===== config.mk =====
export PLATFORM = sky130hd
export DESIGN_NAME = ternary_alu
export DESIGN_NICKNAME = d
export VERILOG_FILES = /design/src/common/ternary_pkg.sv /design/src/verilog/alu_op_decoder.sv /design/src/verilog/trit_logic_unit.sv /design/src/arith/ternary_ripple_adder.sv /design/src/arith/ternary_comparator.sv /design/src/verilog/alu_result_register.sv /design/src/verilog/ternary_alu.sv
export SDC_FILE = /design/constraint.sdc
export NUM_CORES = 1
export LEC_CHECK = 0
export ABC_CLOCK_PERIOD_IN_PS = 24400
export BUFFER_PORTS_ARGS = -buffer_cell sky130_fd_sc_hd__clkbuf_2
export CORE_MARGIN = 1
export CORE_UTILIZATION = 46
export CTS_CLUSTER_SIZE = 25
export DETAILED_ROUTE_END_ITERATION = 8
export HOLD_SLACK_MARGIN = 0.08
export MAX_ROUTING_LAYER = met4
export PLACE_DENSITY = 0.74
export SETUP_SLACK_MARGIN = 0.2
export SYNTH_ARGS = -nofsm -noshare
export SYNTH_HDL_FRONTEND = slang
export SYNTH_HIERARCHICAL = 1
export SYNTH_SLANG_ARGS = --single-unit

===== constraint.sdc =====
create_clock -name clock -period 24.4 [get_ports clock]
set_input_delay 3.66 -clock clock [delete_from_list [all_inputs] [get_ports clock]]
set_output_delay 3.66 -clock clock [all_outputs]
set_load 0.005 [all_outputs]

===== src/common/ternary_pkg.sv =====
// Trit and opcode types, trit codes, opcode values, operation select enum and trit helpers
package ternary_pkg;

    // One balanced trit in two bits
    typedef logic [1:0] trit_t;

    localparam trit_t TRIT_NEG  = 2'b11;
    localparam trit_t TRIT_ZERO = 2'b00;
    localparam trit_t TRIT_POS  = 2'b01;

    localparam int OPCODE_TRITS = 3;

    typedef logic [2*OPCODE_TRITS-1:0] opcode_t;

    // Opcodes as balanced values, trit 2 down to trit 0
    localparam opcode_t OP_NOT  = 6'b00_00_01;  // 0 0 +
    localparam opcode_t OP_AND  = 6'b00_01_11;  // 0 + -
    localparam opcode_t OP_ANDI = 6'b00_01_00;  // 0 + 0
    localparam opcode_t OP_OR   = 6'b00_01_01;  // 0 + +
    localparam opcode_t OP_XOR  = 6'b01_11_11;  // + - -
    localparam opcode_t OP_ADD  = 6'b01_11_00;  // + - 0
    localparam opcode_t OP_ADDI = 6'b01_11_01;  // + - +
    localparam opcode_t OP_SUB  = 6'b01_00_11;  // + 0 -
    localparam opcode_t OP_LT   = 6'b01_00_00;  // + 0 0
    localparam opcode_t OP_EQ   = 6'b01_00_01;  // + 0 +

    typedef enum logic [2:0] {
        SEL_NOT,
        SEL_AND,
        SEL_OR,
        SEL_XOR,
        SEL_ARITH,
        SEL_LT,
        SEL_EQ,
        SEL_PASS
    } alu_op_e;

    // The unused code 2'b10 reads as zero in every helper
    function automatic int trit_value(input trit_t t);
        case (t)
            TRIT_NEG: return -1;
            TRIT_POS: return 1;
            default:  return 0;
        endcase
    endfunction

    function automatic trit_t trit_neg(input trit_t t);
        case (t)
            TRIT_NEG: return TRIT_POS;
            TRIT_POS: return TRIT_NEG;
            default:  return TRIT_ZERO;
        endcase
    endfunction

    function automatic trit_t trit_min(input trit_t a, input trit_t b);
        if (a == TRIT_NEG || b == TRIT_NEG)
            return TRIT_NEG;
        if (a == TRIT_POS && b == TRIT_POS)
            return TRIT_POS;
        return TRIT_ZERO;
    endfunction

    function automatic trit_t trit_max(input trit_t a, input trit_t b);
        if (a == TRIT_POS || b == TRIT_POS)
            return TRIT_POS;
        if (a == TRIT_NEG && b == TRIT_NEG)
            return TRIT_NEG;
        return TRIT_ZERO;
    endfunction

    function automatic trit_t trit_xor(input trit_t a, input trit_t b);
        logic a_nz;
        logic b_nz;
        a_nz = (a == TRIT_POS) || (a == TRIT_NEG);
        b_nz = (b == TRIT_POS) || (b == TRIT_NEG);
        // Equal nonzero pairs give -1, opposite pairs cancel
        if (a_nz && b_nz)
            return (a == b) ? TRIT_NEG : TRIT_ZERO;
        if (a_nz)
            return a;
        if (b_nz)
            return b;
        return TRIT_ZERO;
    endfunction

endpackage


===== src/verilog/alu_op_decoder.sv =====
// Opcode decoder producing the operation select and the subtract control
`timescale 1ns/100ps

module alu_op_decoder (
    input  ternary_pkg::opcode_t opcode,
    output ternary_pkg::alu_op_e op_sel,
    output logic                 subtract
);

    import ternary_pkg::*;

    always_comb begin
        op_sel   = SEL_PASS;
        subtract = 1'b0;
        case (opcode)
            OP_NOT: begin
                op_sel = SEL_NOT;
            end
            // ANDI is only an alias, no immediate path exists
            OP_AND, OP_ANDI: begin
                op_sel = SEL_AND;
            end
            OP_OR: begin
                op_sel = SEL_OR;
            end
            OP_XOR: begin
                op_sel = SEL_XOR;
            end
            OP_ADD, OP_ADDI: begin
                op_sel = SEL_ARITH;
            end
            OP_SUB: begin
                op_sel   = SEL_ARITH;
                subtract = 1'b1;
            end
            OP_LT: begin
                op_sel = SEL_LT;
            end
            OP_EQ: begin
                op_sel = SEL_EQ;
            end
            // Unknown codes, the old COMP included, pass input1 through
            default: begin
                op_sel = SEL_PASS;
            end
        endcase
    end

endmodule


===== src/verilog/trit_logic_unit.sv =====
// Word-wide trit logic unit computing NOT, AND, OR and XOR
`timescale 1ns/100ps

module trit_logic_unit #(
    parameter int WORD_TRITS = 9
) (
    input  logic [2*WORD_TRITS-1:0] a,
    input  logic [2*WORD_TRITS-1:0] b,
    output logic [2*WORD_TRITS-1:0] not_result,
    output logic [2*WORD_TRITS-1:0] and_result,
    output logic [2*WORD_TRITS-1:0] or_result,
    output logic [2*WORD_TRITS-1:0] xor_result
);

    import ternary_pkg::*;

    for (genvar i = 0; i < WORD_TRITS; i++) begin : g_trit
        trit_t a_trit;
        trit_t b_trit;

        assign a_trit = a[2*i +: 2];
        assign b_trit = b[2*i +: 2];

        // NOT only looks at the first operand
        assign not_result[2*i +: 2] = trit_neg(a_trit);

        // AND and OR are min and max over -1 < 0 < +1
        assign and_result[2*i +: 2] = trit_min(a_trit, b_trit);
        assign or_result[2*i +: 2]  = trit_max(a_trit, b_trit);

        assign xor_result[2*i +: 2] = trit_xor(a_trit, b_trit);

        // Invalid operand codes must never leak to any result
        always_comb begin
            assert (not_result[2*i +: 2] !== 2'b10 &&
                    and_result[2*i +: 2] !== 2'b10 &&
                    or_result[2*i +: 2]  !== 2'b10 &&
                    xor_result[2*i +: 2] !== 2'b10)
                else $error("trit_logic_unit: invalid code in result trit %0d", i);
        end
    end

endmodule


===== src/arith/ternary_ripple_adder.sv =====
// Balanced-ternary ripple adder with optional negation of the second operand
`timescale 1ns/100ps

module ternary_ripple_adder #(
    parameter int WORD_TRITS = 9
) (
    input  logic [2*WORD_TRITS-1:0] a,
    input  logic [2*WORD_TRITS-1:0] b,
    input  logic                    subtract,
    output logic [2*WORD_TRITS-1:0] sum
);

    import ternary_pkg::*;

    always_comb begin
        trit_t b_eff;
        trit_t carry;
        trit_t sum_trit;
        int    total;

        carry = TRIT_ZERO;
        for (int i = 0; i < WORD_TRITS; i++) begin
            // Subtraction adds the trit-wise negation of b
            b_eff = subtract ? trit_neg(b[2*i +: 2]) : b[2*i +: 2];
            total = trit_value(a[2*i +: 2]) + trit_value(b_eff) + trit_value(carry);

            // Digit total -3..3 splits into carry*3 + sum
            case (total)
                -3: begin
                    {carry, sum_trit} = {TRIT_NEG, TRIT_ZERO};
                end
                -2: begin
                    {carry, sum_trit} = {TRIT_NEG, TRIT_POS};
                end
                -1: begin
                    {carry, sum_trit} = {TRIT_ZERO, TRIT_NEG};
                end
                1: begin
                    {carry, sum_trit} = {TRIT_ZERO, TRIT_POS};
                end
                2: begin
                    {carry, sum_trit} = {TRIT_POS, TRIT_NEG};
                end
                3: begin
                    {carry, sum_trit} = {TRIT_POS, TRIT_ZERO};
                end
                default: begin
                    {carry, sum_trit} = {TRIT_ZERO, TRIT_ZERO};
                end
            endcase

            sum[2*i +: 2] = sum_trit;

            // Stage outputs stay inside the three legal codes
            assert (sum_trit !== 2'b10 && carry !== 2'b10)
                else $error("ternary_ripple_adder: invalid code at stage %0d", i);
        end
        // Carry out of the top trit is dropped, the sum wraps mod 3^WORD_TRITS
    end

endmodule


===== src/arith/ternary_comparator.sv =====
// Signed less-than and equality chain over balanced-ternary words
`timescale 1ns/100ps

module ternary_comparator #(
    parameter int WORD_TRITS = 9
) (
    input  logic [2*WORD_TRITS-1:0] a,
    input  logic [2*WORD_TRITS-1:0] b,
    output logic                    lt,
    output logic                    eq
);

    import ternary_pkg::*;

    always_comb begin
        logic lt_so_far;
        logic eq_so_far;
        int   va;
        int   vb;

        // Nothing decided yet at the top of the word
        lt_so_far = 1'b0;
        eq_so_far = 1'b1;

        // Most significant trit first; the first differing trit decides
        for (int i = WORD_TRITS - 1; i >= 0; i--) begin
            va = trit_value(a[2*i +: 2]);
            vb = trit_value(b[2*i +: 2]);
            lt_so_far = lt_so_far || (eq_so_far && (va < vb));
            eq_so_far = eq_so_far && (va == vb);
        end

        lt = lt_so_far;
        eq = eq_so_far;

        assert (!(lt_so_far && eq_so_far))
            else $error("ternary_comparator: lt and eq both set");
    end

endmodule


===== src/verilog/alu_result_register.sv =====
// Result select by operation and the enabled output register
`timescale 1ns/100ps

module alu_result_register #(
    parameter int WORD_TRITS = 9
) (
    input  logic                    clock,
    input  logic                    reset,
    input  logic                    alu_enable,
    input  ternary_pkg::alu_op_e    op_sel,
    input  logic [2*WORD_TRITS-1:0] pass_value,
    input  logic [2*WORD_TRITS-1:0] not_result,
    input  logic [2*WORD_TRITS-1:0] and_result,
    input  logic [2*WORD_TRITS-1:0] or_result,
    input  logic [2*WORD_TRITS-1:0] xor_result,
    input  logic [2*WORD_TRITS-1:0] arith_result,
    input  logic                    lt,
    input  logic                    eq,
    output logic [2*WORD_TRITS-1:0] alu_out
);

    import ternary_pkg::*;

    logic [2*WORD_TRITS-1:0] lt_word;
    logic [2*WORD_TRITS-1:0] eq_word;
    logic [2*WORD_TRITS-1:0] next_word;

    // Flags become +1 in trit 0 and zero elsewhere
    assign lt_word = {{(WORD_TRITS-1){TRIT_ZERO}}, (lt ? TRIT_POS : TRIT_ZERO)};
    assign eq_word = {{(WORD_TRITS-1){TRIT_ZERO}}, (eq ? TRIT_POS : TRIT_ZERO)};

    always_comb begin
        case (op_sel)
            SEL_NOT:   next_word = not_result;
            SEL_AND:   next_word = and_result;
            SEL_OR:    next_word = or_result;
            SEL_XOR:   next_word = xor_result;
            SEL_ARITH: next_word = arith_result;
            SEL_LT:    next_word = lt_word;
            SEL_EQ:    next_word = eq_word;
            default:   next_word = pass_value;
        endcase
    end

    // Reset wins over the enable and clears to all zero trits
    always_ff @(posedge clock) begin
        if (reset) begin
            alu_out <= '0;
        end else if (alu_enable) begin
            alu_out <= next_word;
        end
    end

    // A cycle without enable or reset leaves the output untouched
    a_hold_when_idle: assert property (
        @(posedge clock) (!reset && !alu_enable) |=> $stable(alu_out)
    ) else $error("alu_result_register: alu_out changed while idle");

endmodule


===== src/verilog/ternary_alu.sv =====
// Ternary ALU top level with decoder, logic unit, adder, comparator and result register
`timescale 1ns/100ps

module ternary_alu #(
    parameter int WORD_TRITS = 9
) (
    input  logic                    clock,
    input  logic                    reset,
    input  logic                    alu_enable,
    input  ternary_pkg::opcode_t    opcode,
    input  logic [2*WORD_TRITS-1:0] input1,
    input  logic [2*WORD_TRITS-1:0] input2,
    output logic [2*WORD_TRITS-1:0] alu_out
);

    import ternary_pkg::*;

    alu_op_e                 op_sel;
    logic                    subtract;
    logic [2*WORD_TRITS-1:0] not_result;
    logic [2*WORD_TRITS-1:0] and_result;
    logic [2*WORD_TRITS-1:0] or_result;
    logic [2*WORD_TRITS-1:0] xor_result;
    logic [2*WORD_TRITS-1:0] arith_result;
    logic                    lt;
    logic                    eq;

    alu_op_decoder u_decoder (
        .opcode   (opcode),
        .op_sel   (op_sel),
        .subtract (subtract)
    );

    // Trit-wise logic, all four results in parallel
    trit_logic_unit #(
        .WORD_TRITS (WORD_TRITS)
    ) u_logic (
        .a          (input1),
        .b          (input2),
        .not_result (not_result),
        .and_result (and_result),
        .or_result  (or_result),
        .xor_result (xor_result)
    );

    // Shared by ADD, ADDI and SUB
    ternary_ripple_adder #(
        .WORD_TRITS (WORD_TRITS)
    ) u_adder (
        .a        (input1),
        .b        (input2),
        .subtract (subtract),
        .sum      (arith_result)
    );

    ternary_comparator #(
        .WORD_TRITS (WORD_TRITS)
    ) u_compare (
        .a  (input1),
        .b  (input2),
        .lt (lt),
        .eq (eq)
    );

    alu_result_register #(
        .WORD_TRITS (WORD_TRITS)
    ) u_result (
        .clock        (clock),
        .reset        (reset),
        .alu_enable   (alu_enable),
        .op_sel       (op_sel),
        .pass_value   (input1),
        .not_result   (not_result),
        .and_result   (and_result),
        .or_result    (or_result),
        .xor_result   (xor_result),
        .arith_result (arith_result),
        .lt           (lt),
        .eq           (eq),
        .alu_out      (alu_out)
    );

endmodule


==> flow_summary.yaml <==
timing:
  timing_hold_violations_final: 0
  finalCriticalPeriod_ps: 19340
  finClkSkew_ps: 0
  fin_crit_share_pct: 79.2
  rsz0062_at_grt: "false"
  slew_violations: 0
  max_freq_ghz: 0.0517
  relative_slew_slack_pct: 35.8
  final.setup.tns_ps: 0
  worst_pin_slew_ps: 961
  setup-violations-final: 0
clock_tree:
  cts_buffers: 3
  postCtsResizedCells: 0
  postCtsSetupBuffers: 0
  clk_transition_reported_paths_ps: 80
  number_of_sinks_on_the_clock_net: 18
  clock_latency_reported_for_the_late_side_of_the_worst_skew_pair_ps: 270
  clk_root_buffer_cell: "clkbuf_8"
  cts_max_path_buffers: 2
  htree_num_levels: 1
  holdBufCountCts: 0
  tritoncts_clock_tree: "yes"
yosys:
  syn_inst: 667
  leading_post_synthesis_cells_by_instance_count: "nand2_1, inv_1, o21ai_0"
  synth-main-ff-cell: "dfxtp_1"
  synth.lib_cells_used.distinct: 60
  synth_top_cells_by_area: "fa_1, ha_1, dfxtp_1"
  synth_top_area_share_pct: 12.7
  synth-seq-area-share_pct: 7.36
  synth-seq-cells: 18
  post-synth-top-area-cell: "fa_1"
  yosys_warnings: 6
  number_of_synthesized_flops_with_an_enable_pin: 0
  postSynthNetCount: 776
  async_reset_ff_share_pct: 0
  area_of_the_mapped_netlist_sq_um: 4890
  synth.most_common_cell: "nand2_1"
  synthesis.area_per_instance_sq_um: 7.34
pwr:
  ir_worst_vdd_uv: 170
  design_power_total_mw: 0.522
  leak_pwr_nw: 2.48
  pd_cells_nw_per_um2: 98.6
outcome:
  run_status: "complete, no violations"
die:
  design.die.area_sq_um: 11100
  initial_utilization_pct: 47.4
  num_io_pins: 63
  dieWidth_um: 105
  die_y_um: 105
  core_sq_um: 10300
  core.rowCount: 37
finish:
  seq_area_sq_um: 360
  drive_gt1_share_pct: 14.6
  nNetsFinal: 809
  regMostFlops: "u_result/alu_out"
  largest_register_ffs: 18
  area_delta_synth_final_pct: 8.21
  multi_input_comb_area_sq_um: 4090
  reg.largest.list: "u_result/alu_out x18"
  diodes: 0
  fillers: 985
drt:
  routed_via_density: 5.81
  routed-via-count: 4850
  detail_route.first_pass.iterations: 5
  drcViolationCount: 0
  detailedRoute.firstIterationViolations: 331
  detail_route.wirelength_um: 12900
  final_antenna_net_count: 0
  route.detailed.wl_per_inst_um: 15.4
worst_setup_path:
  path_common_cell: "fa_1"
  crit_path_top_delay_cell: "fa_1"
  critical_path.max_stage_delay_ps: 550
  crit_buf_inv: 6
  setup.worst_path.class: "primary input to register"
  worst_path_dominant_cell_family: "adder cells"
  timing.critical_path.arrival_ps: 19540
  startpoint_type: "primary input"
  path_max_fanout: 9
  crit_path_end_kind: "register"
  critical_path.reg2reg.startpoint: "u_result/alu_out[0]$_SDFFE_PP0P_"
  worst_ep_required_time_ps: 24610
  timing.critical_path.from: "opcode[2]"
  cp.depth: 53
  worst-r2r-cell-count: 4
grt:
  number_of_antenna_violations_at_the_first_check_in_global_routing: 0
  grt_start_max_net_pins: 39
  track_usage_pct: 24.4
  grt_pass1_wl_um: 21500
  first_global_vias: 4755
  overall_overflow_remaining_after_global_route: 0
hold_path:
  holdPathStages: 2
  worst_hold_path_type: "register to register"
  worst_hold_startpoint: "u_result/alu_out[7]$_SDFFE_PP0P_"
placed_design:
  globalplace.congestion: 0.904
  hpwlAfterDp_um: 9820
  place.port_buffers: 62
flow_run:
  cap_viol_max_count: 0
## routing by layer
metal / global-route usage, % / wire length (um)
met5: - / 0
met4: 9.96 / 394
met3: 1.68 / 607
met2: 43.3 / 6460
met1: 28.6 / 5400
## power by group
part	switching (mW)	internal (mW)	leakage [nW]
clock network	0.0129	0.0144	0.0288
registers	0.00147	0.0320	0.149
logic	0.258	0.203	2.30
total	0.272	0.250	2.48
## cell families after synthesis
logic type	after synthesis	synth area share (%)
buffers and inverters	110	9.15
adders and majority gates	65	21.4
xor gates and xnor gates	26	4.65
and+or+nand+nor	251	28.9
AOI/OAI and AO/OA	169	22.8
muxes	28	5.75
DFF	18	7.36
## area by class of cell
class / instances / share of cell area, %
Multi-Input combinational cell: 539 / 77.3
Tap cell: 136 / 3.21
Inverter: 70 / 4.96
Clock buffer: 4 / 1.04
Timing Repair Buffer: 68 / 6.71
Sequential cell: 18 / 6.81
## stage by stage
| stage | hold slack (ps) | setup WS (ps) | instance area [sq um] | util (%) | std cells |
|---|---|---|---|---|---|
| 2_1_floorplan | 443 | 5860 | 4890 | - | 667 |
| 3_3_place_gp | 436 | 5300 | 5240 | 50.8 | 831 |
| 3_5_place_dp | 442 | 4850 | 5240 | 50.8 | 831 |
| 4_1_cts | 454 | 5100 | 5300 | 51.3 | 835 |
| 5_1_grt | 480 | 4160 | 5300 | 51.3 | 835 |
| 6_report | 449 | 5060 | 5300 | 51.3 | 835 |
## layout by cell type, fill, tap and decap left out, types with 8 or more instances in the layout
| cell type | instances |
|---|---|
| nand2_1 | 73 |
| inv_1 | 68 |
| clkbuf_2 | 62 |
| o21ai_0 | 47 |
| nor2_1 | 37 |
| ha_1 | 33 |
| fa_1 | 31 |
| and2_1 | 30 |
| nand2b_1 | 28 |
| mux2i_1 | 27 |
| a21oi_1 | 26 |
| nor2b_1 | 21 |
| dfxtp_1 | 18 |
| xor2_1 | 17 |
| o22ai_1 | 16 |
| a21o_1 | 13 |
| nand3b_1 | 12 |
| o21ai_1 | 12 |
| xnor2_1 | 9 |
| a22oi_1 | 9 |
| nand4bb_1 | 9 |
| o221a_2 | 8 |
## worst paths after layout
kind | endpoint | slack [ps]
min reg2reg | u_result/alu_out[7]$_SDFFE_PP0P_ | 450
min | u_result/alu_out[7]$_SDFFE_PP0P_ | 450
max reg2reg | u_result/alu_out[0]$_SDFFE_PP0P_ | 23590
max | u_result/alu_out[16]$_SDFFE_PP0P_ | 5060
## worst reg2reg max path, delay by kind of cell, from the launching register on
kind	cells	cell delay, ps
AOI/OAI and AO/OA	2	250
DFF	1	370
and+or+nand+nor	2	120
No activity file was read; power rests on OpenSTA's default activity.
